**config.mk**
```make
export PLATFORM = sky130hd
export DESIGN_NAME = rs_top
export DESIGN_NICKNAME = d
export VERILOG_FILES = /design/src/common/rs_pkg.sv /design/src/fu/alu_unit.sv /design/src/fu/mult_unit.sv /design/src/station/rs_slot_bank.sv /design/src/hdl/cdb_arbiter.sv /design/src/hdl/rs_top.sv
export SDC_FILE = /design/constraint.sdc
export NUM_CORES = 2
export LEC_CHECK = 0
export BUFFER_PORTS_ARGS = -buffer_cell sky130_fd_sc_hd__buf_2
export CAP_MARGIN = 30
export CORE_ASPECT_RATIO = 1.5
export CORE_MARGIN = 5
export CORE_UTILIZATION = 50
export DETAILED_ROUTE_END_ITERATION = 12
export PLACE_DENSITY = 0.69
export RECOVER_POWER = 25
export SYNTH_ARGS = -nofsm -noshare
export SYNTH_HDL_FRONTEND = slang
export SYNTH_HIERARCHICAL = 1
export SYNTH_SLANG_ARGS = --single-unit
export TNS_END_PERCENT = 1
```
**constraint.sdc**
```tcl
create_clock -name clock -period 9.7 [get_ports clock]
set_input_delay 0.97 -clock clock [delete_from_list [all_inputs] [get_ports clock]]
set_output_delay 0.97 -clock clock [all_outputs]
set_load 0.05 [all_outputs]
```
**src/common/rs_pkg.sv**
```systemverilog
package rs_pkg;

    //////////////////////////////
    // widths
    //////////////////////////////

    localparam int XLEN  = 32;
    localparam int TAG_W = 5;

    // defaults for the top level only
    localparam int NUM_ALU_DEFAULT  = 4;
    localparam int NUM_MULT_DEFAULT = 2;

    typedef logic [XLEN-1:0]  xlen_t;

    // tag zero means no producer
    typedef logic [TAG_W-1:0] tag_t;

    //////////////////////////////
    // opcodes and packets
    //////////////////////////////

    typedef enum logic [2:0] {
        OP_ADD,
        OP_SUB,
        OP_AND,
        OP_OR,
        OP_XOR,
        OP_SLT,
        OP_MUL
    } op_t;

    typedef struct packed {
        tag_t  tag;
        xlen_t value;
        logic  ready;
    } operand_t;

    typedef struct packed {
        op_t      op;
        operand_t src1;
        operand_t src2;
        tag_t     dest;
    } dispatch_t;

    // what a unit sees at start
    typedef struct packed {
        op_t   op;
        xlen_t a;
        xlen_t b;
    } issue_t;

    typedef struct packed {
        tag_t  tag;
        xlen_t value;
    } cdb_t;

    typedef enum logic [1:0] {
        SLOT_FREE,
        SLOT_WAIT,
        SLOT_EXEC,
        SLOT_DONE
    } slot_state_t;

endpackage

```
**src/fu/alu_unit.sv**
```systemverilog
`timescale 1ns/1ps

module alu_unit
    import rs_pkg::*;
(
    input  logic   clock,
    input  logic   reset,
    input  logic   squash,

    input  logic   start,
    input  issue_t issue,

    output logic   done,
    output xlen_t  result,
    input  logic   grant
);

    xlen_t alu_out;

    always_comb begin
        case (issue.op)
            OP_ADD:  alu_out = issue.a + issue.b;
            OP_SUB:  alu_out = issue.a - issue.b;
            OP_AND:  alu_out = issue.a & issue.b;
            OP_OR:   alu_out = issue.a | issue.b;
            OP_XOR:  alu_out = issue.a ^ issue.b;
            // signed compare
            OP_SLT:  alu_out = xlen_t'($signed(issue.a) < $signed(issue.b));
            default: alu_out = '0;
        endcase
    end

    // held until the cdb takes it
    always_ff @(posedge clock) begin
        if (reset || squash) begin
            done <= 1'b0;
        end else if (start) begin
            done <= 1'b1;
        end else if (grant) begin
            done <= 1'b0;
        end
    end

    always_ff @(posedge clock) begin
        if (start)
            result <= alu_out;
    end

endmodule

```
**src/fu/mult_unit.sv**
```systemverilog
`timescale 1ns/1ps

module mult_unit
    import rs_pkg::*;
(
    input  logic   clock,
    input  logic   reset,
    input  logic   squash,

    input  logic   start,
    input  issue_t issue,

    output logic   done,
    output xlen_t  result,
    input  logic   grant
);

    logic        s1_valid;
    logic        s2_valid;
    xlen_t       s1_a;
    xlen_t       s1_b;
    xlen_t       s2_lo;
    logic [15:0] s2_hi;

    //////////////////////////////
    // valid per stage
    //////////////////////////////

    always_ff @(posedge clock) begin
        if (reset || squash) begin
            s1_valid <= 1'b0;
            s2_valid <= 1'b0;
            done     <= 1'b0;
        end else begin
            s1_valid <= start;
            s2_valid <= s1_valid;
            if (s2_valid)
                done <= 1'b1;
            else if (grant)
                done <= 1'b0;
        end
    end

    //////////////////////////////
    // datapath
    //////////////////////////////

    // stage 1 registers operands
    always_ff @(posedge clock) begin
        if (start) begin
            s1_a <= issue.a;
            s1_b <= issue.b;
        end
    end

    // stage 2 splits b into halves,
    // only the low 16 bits of the upper partial survive the shift
    always_ff @(posedge clock) begin
        s2_lo <= s1_a * {16'b0, s1_b[15:0]};
        s2_hi <= s1_a[15:0] * s1_b[31:16];
    end

    // stage 3 sums and holds for the cdb
    always_ff @(posedge clock) begin
        if (s2_valid)
            result <= s2_lo + {s2_hi, 16'b0};
    end

endmodule

```
**src/station/rs_slot_bank.sv**
```systemverilog
`timescale 1ns/1ps

module rs_slot_bank
    import rs_pkg::*;
#(
    parameter int num_alu  = 1,
    parameter int num_mult = 1
) (
    input  logic                               clock,
    input  logic                               reset,
    input  logic                               squash,

    input  logic                               dispatch_valid,
    input  dispatch_t                          dispatch,
    output logic                               dispatch_ready,

    input  logic                               wake_valid,
    input  cdb_t                               wake,

    output logic   [num_alu+num_mult-1:0]      start,
    output issue_t [num_alu+num_mult-1:0]      issue,
    input  logic   [num_alu+num_mult-1:0]      grant,
    output tag_t   [num_alu+num_mult-1:0]      dest_tag
);

    localparam int N     = num_alu + num_mult;
    localparam int IDX_W = $clog2(N);

    slot_state_t [N-1:0] state;
    op_t         [N-1:0] slot_op;
    operand_t    [N-1:0] src1;
    operand_t    [N-1:0] src2;
    tag_t        [N-1:0] dest;

    logic             is_mult;
    logic             alloc_found;
    logic [IDX_W-1:0] alloc_idx;
    logic             accept;

    // capture a broadcast value if this operand is waiting on it
    function automatic operand_t resolve(operand_t opnd, logic wv, cdb_t w);
        operand_t r;
        r = opnd;
        if (opnd.tag == '0) begin
            r.ready = 1'b1;
        end else if (!opnd.ready && wv && opnd.tag == w.tag) begin
            r.value = w.value;
            r.ready = 1'b1;
        end
        return r;
    endfunction

    //////////////////////////////
    // allocation
    //////////////////////////////

    // lowest free slot of the class from state at cycle start
    always_comb begin
        is_mult     = (dispatch.op == OP_MUL);
        alloc_found = 1'b0;
        alloc_idx   = '0;
        for (int i = 0; i < N; i++) begin
            if (!alloc_found && state[i] == SLOT_FREE && ((i >= num_alu) == is_mult)) begin
                alloc_found = 1'b1;
                alloc_idx   = IDX_W'(i);
            end
        end
    end

    assign dispatch_ready = alloc_found;
    assign accept         = dispatch_valid & alloc_found;

    always_comb begin
        for (int i = 0; i < N; i++) begin
            start[i]    = (state[i] == SLOT_WAIT) && src1[i].ready && src2[i].ready;
            issue[i].op = slot_op[i];
            issue[i].a  = src1[i].value;
            issue[i].b  = src2[i].value;
            dest_tag[i] = dest[i];
        end
    end

    //////////////////////////////
    // slot state
    //////////////////////////////

    always_ff @(posedge clock) begin
        for (int i = 0; i < N; i++) begin
            if (reset || squash) begin
                state[i] <= SLOT_FREE;
            end else begin
                case (state[i])
                    SLOT_FREE: begin
                        if (accept && int'(alloc_idx) == i)
                            state[i] <= SLOT_WAIT;
                    end
                    SLOT_WAIT: begin
                        if (start[i])
                            state[i] <= SLOT_EXEC;
                    end
                    default: begin
                        // the unit holds its result until the grant
                        if (grant[i])
                            state[i] <= SLOT_FREE;
                    end
                endcase
            end
        end
    end

    // operands and destination
    always_ff @(posedge clock) begin
        for (int i = 0; i < N; i++) begin
            if (accept && int'(alloc_idx) == i) begin
                slot_op[i] <= dispatch.op;
                dest[i]    <= dispatch.dest;
                src1[i]    <= resolve(dispatch.src1, wake_valid, wake);
                src2[i]    <= resolve(dispatch.src2, wake_valid, wake);
            end else begin
                src1[i] <= resolve(src1[i], wake_valid, wake);
                src2[i] <= resolve(src2[i], wake_valid, wake);
            end
        end
    end

endmodule

```
**src/hdl/cdb_arbiter.sv**
```systemverilog
`timescale 1ns/1ps

module cdb_arbiter
    import rs_pkg::*;
#(
    parameter int num_units = 2
) (
    input  logic                        clock,
    input  logic                        reset,

    input  logic  [num_units-1:0]       done,
    input  xlen_t [num_units-1:0]       result,
    input  tag_t  [num_units-1:0]       dest_tag,
    output logic  [num_units-1:0]       grant,

    output logic                        cdb_valid,
    output cdb_t                        cdb,
    input  logic                        cdb_ready
);

    localparam int IDX_W = (num_units > 1) ? $clog2(num_units) : 1;

    logic [IDX_W-1:0] ptr;
    logic [IDX_W-1:0] pick;
    logic [IDX_W-1:0] winner;
    logic [IDX_W-1:0] lock_idx;
    logic             lock;
    logic             transfer;

    // first done unit at or after the pointer
    always_comb begin
        int idx;
        pick = ptr;
        for (int k = num_units - 1; k >= 0; k--) begin
            idx = (int'(ptr) + k) % num_units;
            if (done[idx])
                pick = IDX_W'(idx);
        end
    end

    // keep the stalled choice unless a squash emptied it
    assign winner    = (lock && done[lock_idx]) ? lock_idx : pick;
    assign cdb_valid = |done;
    assign cdb.tag   = dest_tag[winner];
    assign cdb.value = result[winner];
    assign transfer  = cdb_valid & cdb_ready;

    always_comb begin
        grant         = '0;
        grant[winner] = transfer;
    end

    always_ff @(posedge clock) begin
        if (reset) begin
            ptr  <= '0;
            lock <= 1'b0;
        end else begin
            lock <= cdb_valid & ~cdb_ready;
            if (transfer)
                ptr <= (int'(winner) == num_units - 1) ? '0 : winner + 1'b1;
        end
    end

    always_ff @(posedge clock) begin
        lock_idx <= winner;
    end

endmodule

```
**src/hdl/rs_top.sv**
```systemverilog
`timescale 1ns/1ps

module rs_top
    import rs_pkg::*;
#(
    parameter int num_alu  = NUM_ALU_DEFAULT,
    parameter int num_mult = NUM_MULT_DEFAULT
) (
    input  logic      clock,
    input  logic      reset,
    input  logic      squash,

    input  logic      dispatch_valid,
    input  dispatch_t dispatch,
    output logic      dispatch_ready,

    output logic      cdb_valid,
    output cdb_t      cdb,
    input  logic      cdb_ready
);

    localparam int num_slots = num_alu + num_mult;

    logic   [num_slots-1:0] start;
    issue_t [num_slots-1:0] issue;
    logic   [num_slots-1:0] done;
    xlen_t  [num_slots-1:0] result;
    logic   [num_slots-1:0] grant;
    tag_t   [num_slots-1:0] dest_tag;
    logic                   wake_valid;

    // only a completed transfer wakes waiting operands
    assign wake_valid = cdb_valid & cdb_ready;

    rs_slot_bank #(
        .num_alu  (num_alu),
        .num_mult (num_mult)
    ) u_slot_bank (
        .clock          (clock),
        .reset          (reset),
        .squash         (squash),
        .dispatch_valid (dispatch_valid),
        .dispatch       (dispatch),
        .dispatch_ready (dispatch_ready),
        .wake_valid     (wake_valid),
        .wake           (cdb),
        .start          (start),
        .issue          (issue),
        .grant          (grant),
        .dest_tag       (dest_tag)
    );

    //////////////////////////////
    // units, alu slots first
    //////////////////////////////

    for (genvar i = 0; i < num_alu; i++) begin : g_alu
        alu_unit u_alu (
            .clock  (clock),
            .reset  (reset),
            .squash (squash),
            .start  (start[i]),
            .issue  (issue[i]),
            .done   (done[i]),
            .result (result[i]),
            .grant  (grant[i])
        );
    end

    for (genvar j = 0; j < num_mult; j++) begin : g_mult
        mult_unit u_mult (
            .clock  (clock),
            .reset  (reset),
            .squash (squash),
            .start  (start[num_alu+j]),
            .issue  (issue[num_alu+j]),
            .done   (done[num_alu+j]),
            .result (result[num_alu+j]),
            .grant  (grant[num_alu+j])
        );
    end

    cdb_arbiter #(
        .num_units (num_slots)
    ) u_arbiter (
        .clock     (clock),
        .reset     (reset),
        .done      (done),
        .result    (result),
        .dest_tag  (dest_tag),
        .grant     (grant),
        .cdb_valid (cdb_valid),
        .cdb       (cdb),
        .cdb_ready (cdb_ready)
    );

endmodule

```
==> impl_metrics.json <==
{
  "root_buffer": "clkbuf_16",
  "worstSetupEndpoint": "cdb[5]",
  "criticalPathCategory": "register to primary output",
  "syn_area_um2": 93680,
  "routed_wl_mm": 328.6,
  "antenna_found_initial": 34,
  "ctsResizeCount": 0,
  "fin_skew_ns": 0.05966,
  "cts_tree": "built",
  "clkSinkCount": 943,
  "violations": "max-capacitance violations, max-slew violations",
  "critPathLaunch": "u_arbiter/ptr[1]$_SDFFE_PP0P_",
  "reg2reg_depth": 20,
  "startpoint_type": "register",
  "post_cts_buffers": 0,
  "worstPathArrival_ns": 7.23,
  "hold_depth": 0,
  "grt_pass1_vias": 73320,
  "io_pins": 128,
  "vias_per_cell": 6.153,
  "syn_nets": 11140,
  "drc_errors": 0,
  "ir_worst_vdd_v": 0.0001624,
  "setup_viol": 0,
  "slew_headroom_pct": -99.47,
  "holdCritPathClass": "register to register",
  "die_area_um2": 196300,
  "path_max_fanout": 45,
  "route.antenna.remaining_nets": 0,
  "ys_warn_count": 6,
  "timing.rr.end": "u_slot_bank/issue[310]$_DFFE_PP_",
  "rsz0062_at_grt": "no",
  "vias": 71960,
  "core_area_um2": 186400,
  "worst_pin_slew_ns": 2.992,
  "dp.final_hpwl_mm": 246.3,
  "r2r_start": "u_arbiter/ptr[0]$_SDFFE_PP0P_",
  "final_cells": 11690,
  "hold_buffers": 0,
  "min_period_ns": 8.205,
  "syn_inst": 9605,
  "maxSlewViolCount": 241,
  "area_delta_synth_final_pct": 3.848,
  "cts_made_buffers": 90,
  "maxCapViolCount": 7,
  "cts_max_level": 3,
  "wl_per_cell_um": 28.10,
  "die_x_um": 363.4,
  "crit_required_ns": 8.73,
  "tns_ns": 0,
  "hold_violations": 0,
  "r2r_slack_ns": 2.76,
  "grt_pass1_wl_mm": 476.3,
  "dpl.cell_count": 11490,
  "powerDensity_nw_per_um2": 106.8,
  "status": "finished, violations left",
  "fmax_mhz": 121.9,
  "drive_gt1_share_pct": 11.02,
  "clk_pin_slew_worst_paths_ns": 0.07,
  "timing.final.crit_share_pct": 84.59,
  "leakagePower_nw": 41.66,
  "grt_max_degree": 83,
  "end_kind": "primary output",
  "nets": 10670,
  "die_y_um": 540.1,
  "rows": 194,
  "clock_path_buffers": 3,
  "track_usage_pct": 32.92,
  "first_pass_iters": 7,
  "syn_area_per_cell_um2": 9.753,
  "portBuffers": 127,
  "drt_iter0_markers": 7572,
  "grt.overflow.total": 0,
  "clkLatencyLatePin_ns": 0.75,
  "gp_congestion": 1.033,
  "total_power_mw": 10.39,
  "start_util_pct": 50.25
}
==> power by group <==
group	internal [mW]	switching, mW	leakage (nW)
Combinational	0.728	1.32	31.7
Clock	1.93	1.76	1.44
Sequential	4.55	0.103	8.47
Total	7.21	3.18	41.7
==> layer usage <==
layer,vias up,GRT usage [%],part of all wire (%)
met2,4071,55.58,48
met1,35640,35.59,33
met4,10,27.09,10
li1,30940,-,-
met3,1291,6.765,9.0
met5,-,0,0.021
==> how the worst min path moves through the flow <==
stage | from | endpoint
detailed placement | g_mult[0].u_mult/s2_lo[2]$_DFF_P_ | g_mult[0].u_mult/result[2]$_DFFE_PP_
global placement | g_mult[0].u_mult/s2_lo[6]$_DFF_P_ | g_mult[0].u_mult/result[6]$_DFFE_PP_
floorplan | g_mult[0].u_mult/s2_lo[0]$_DFF_P_ | g_mult[0].u_mult/result[0]$_DFFE_PP_
finish | u_slot_bank/issue[310]$_DFFE_PP_ | g_mult[0].u_mult/s1_a[10]$_DFFE_PP_
CTS | u_slot_bank/issue[310]$_DFFE_PP_ | g_mult[0].u_mult/s1_a[10]$_DFFE_PP_
global route | u_slot_bank/issue[310]$_DFFE_PP_ | g_mult[0].u_mult/s1_a[10]$_DFFE_PP_
==> layout make-up <==
class                   count  area [um^2]
inverters                1389         5214
fillers                 16740        89140
flip-flops and latches    943        27070
clock buffers             112         2395
clock inverters            55        605.6
diodes                     37        92.59
repair buffers            334         2360
well taps                2450         3065
multi-input cells        6374        56490
==> registers in the layout (all words and copies together) (netlist names), 4 cells and up <==
name and flops:
g_mult.u_mult/s1_a 64, u_slot_bank/dest_tag 30, u_slot_bank/state 12, g_alu.u_alu/done 4, u_slot_bank/src1 36, g_mult.u_mult/result 64
u_slot_bank/src2 36, g_alu.u_alu/result 128, g_mult.u_mult/s1_b 64, u_slot_bank/issue 396, g_mult.u_mult/s2_lo 64, g_mult.u_mult/s2_hi 32
==> worst max-delay path: stages, from the launching register on <==
cell and delay (ns):
dfxtp_1 0.48, inv_1 0.15, ha_1 0.29, a21oi_2 0.26
inv_1 0.13, ha_1 0.31, nor2b_1 0.23, and2_4 0.20
o211ai_1 0.09, a21oi_1 0.31, nor2_2 0.15, or4b_1 0.59
nand3_4 0.23, buf_4 0.72, mux2i_1 0.48, o221ai_1 1.05
buf_4 0.38, buf_2 0.30
==> through the flow <==
stage / util (%) / setup WS (ns) / hold slack (ns) / cell area (um^2)
final: 52.19 / 1.495 / 0.3816 / 97280
after global routing: 52.15 / 1.440 / 0.4043 / 97210
after CTS: 52.16 / 1.701 / 0.3752 / 97240
after detailed placement: 50.56 / 2.520 / 0.3887 / 94240
after global placement: 50.36 / 2.594 / 0.3895 / 93890
after floorplan: - / 1.378 / 0.3855 / 93680
==> cells in the final DEF, fill, tap and decap left out, drive strengths merged, types with 70 or more instances in the layout <==
cell	n
inv	1397
nand2	984
edfxtp	818
fa	778
ha	672
and2	456
a21oi	446
nor2	409
mux2	392
buf	309
o21ai	246
xnor2	231
clkbuf	137
mux2i	128
dfxtp	125
nor3	121
xor2	105
o31ai	87
a211oi	85
a21o	81
o211ai	76
nand4	73
nand3	70
No activity file was read; power rests on OpenSTA's default activity.
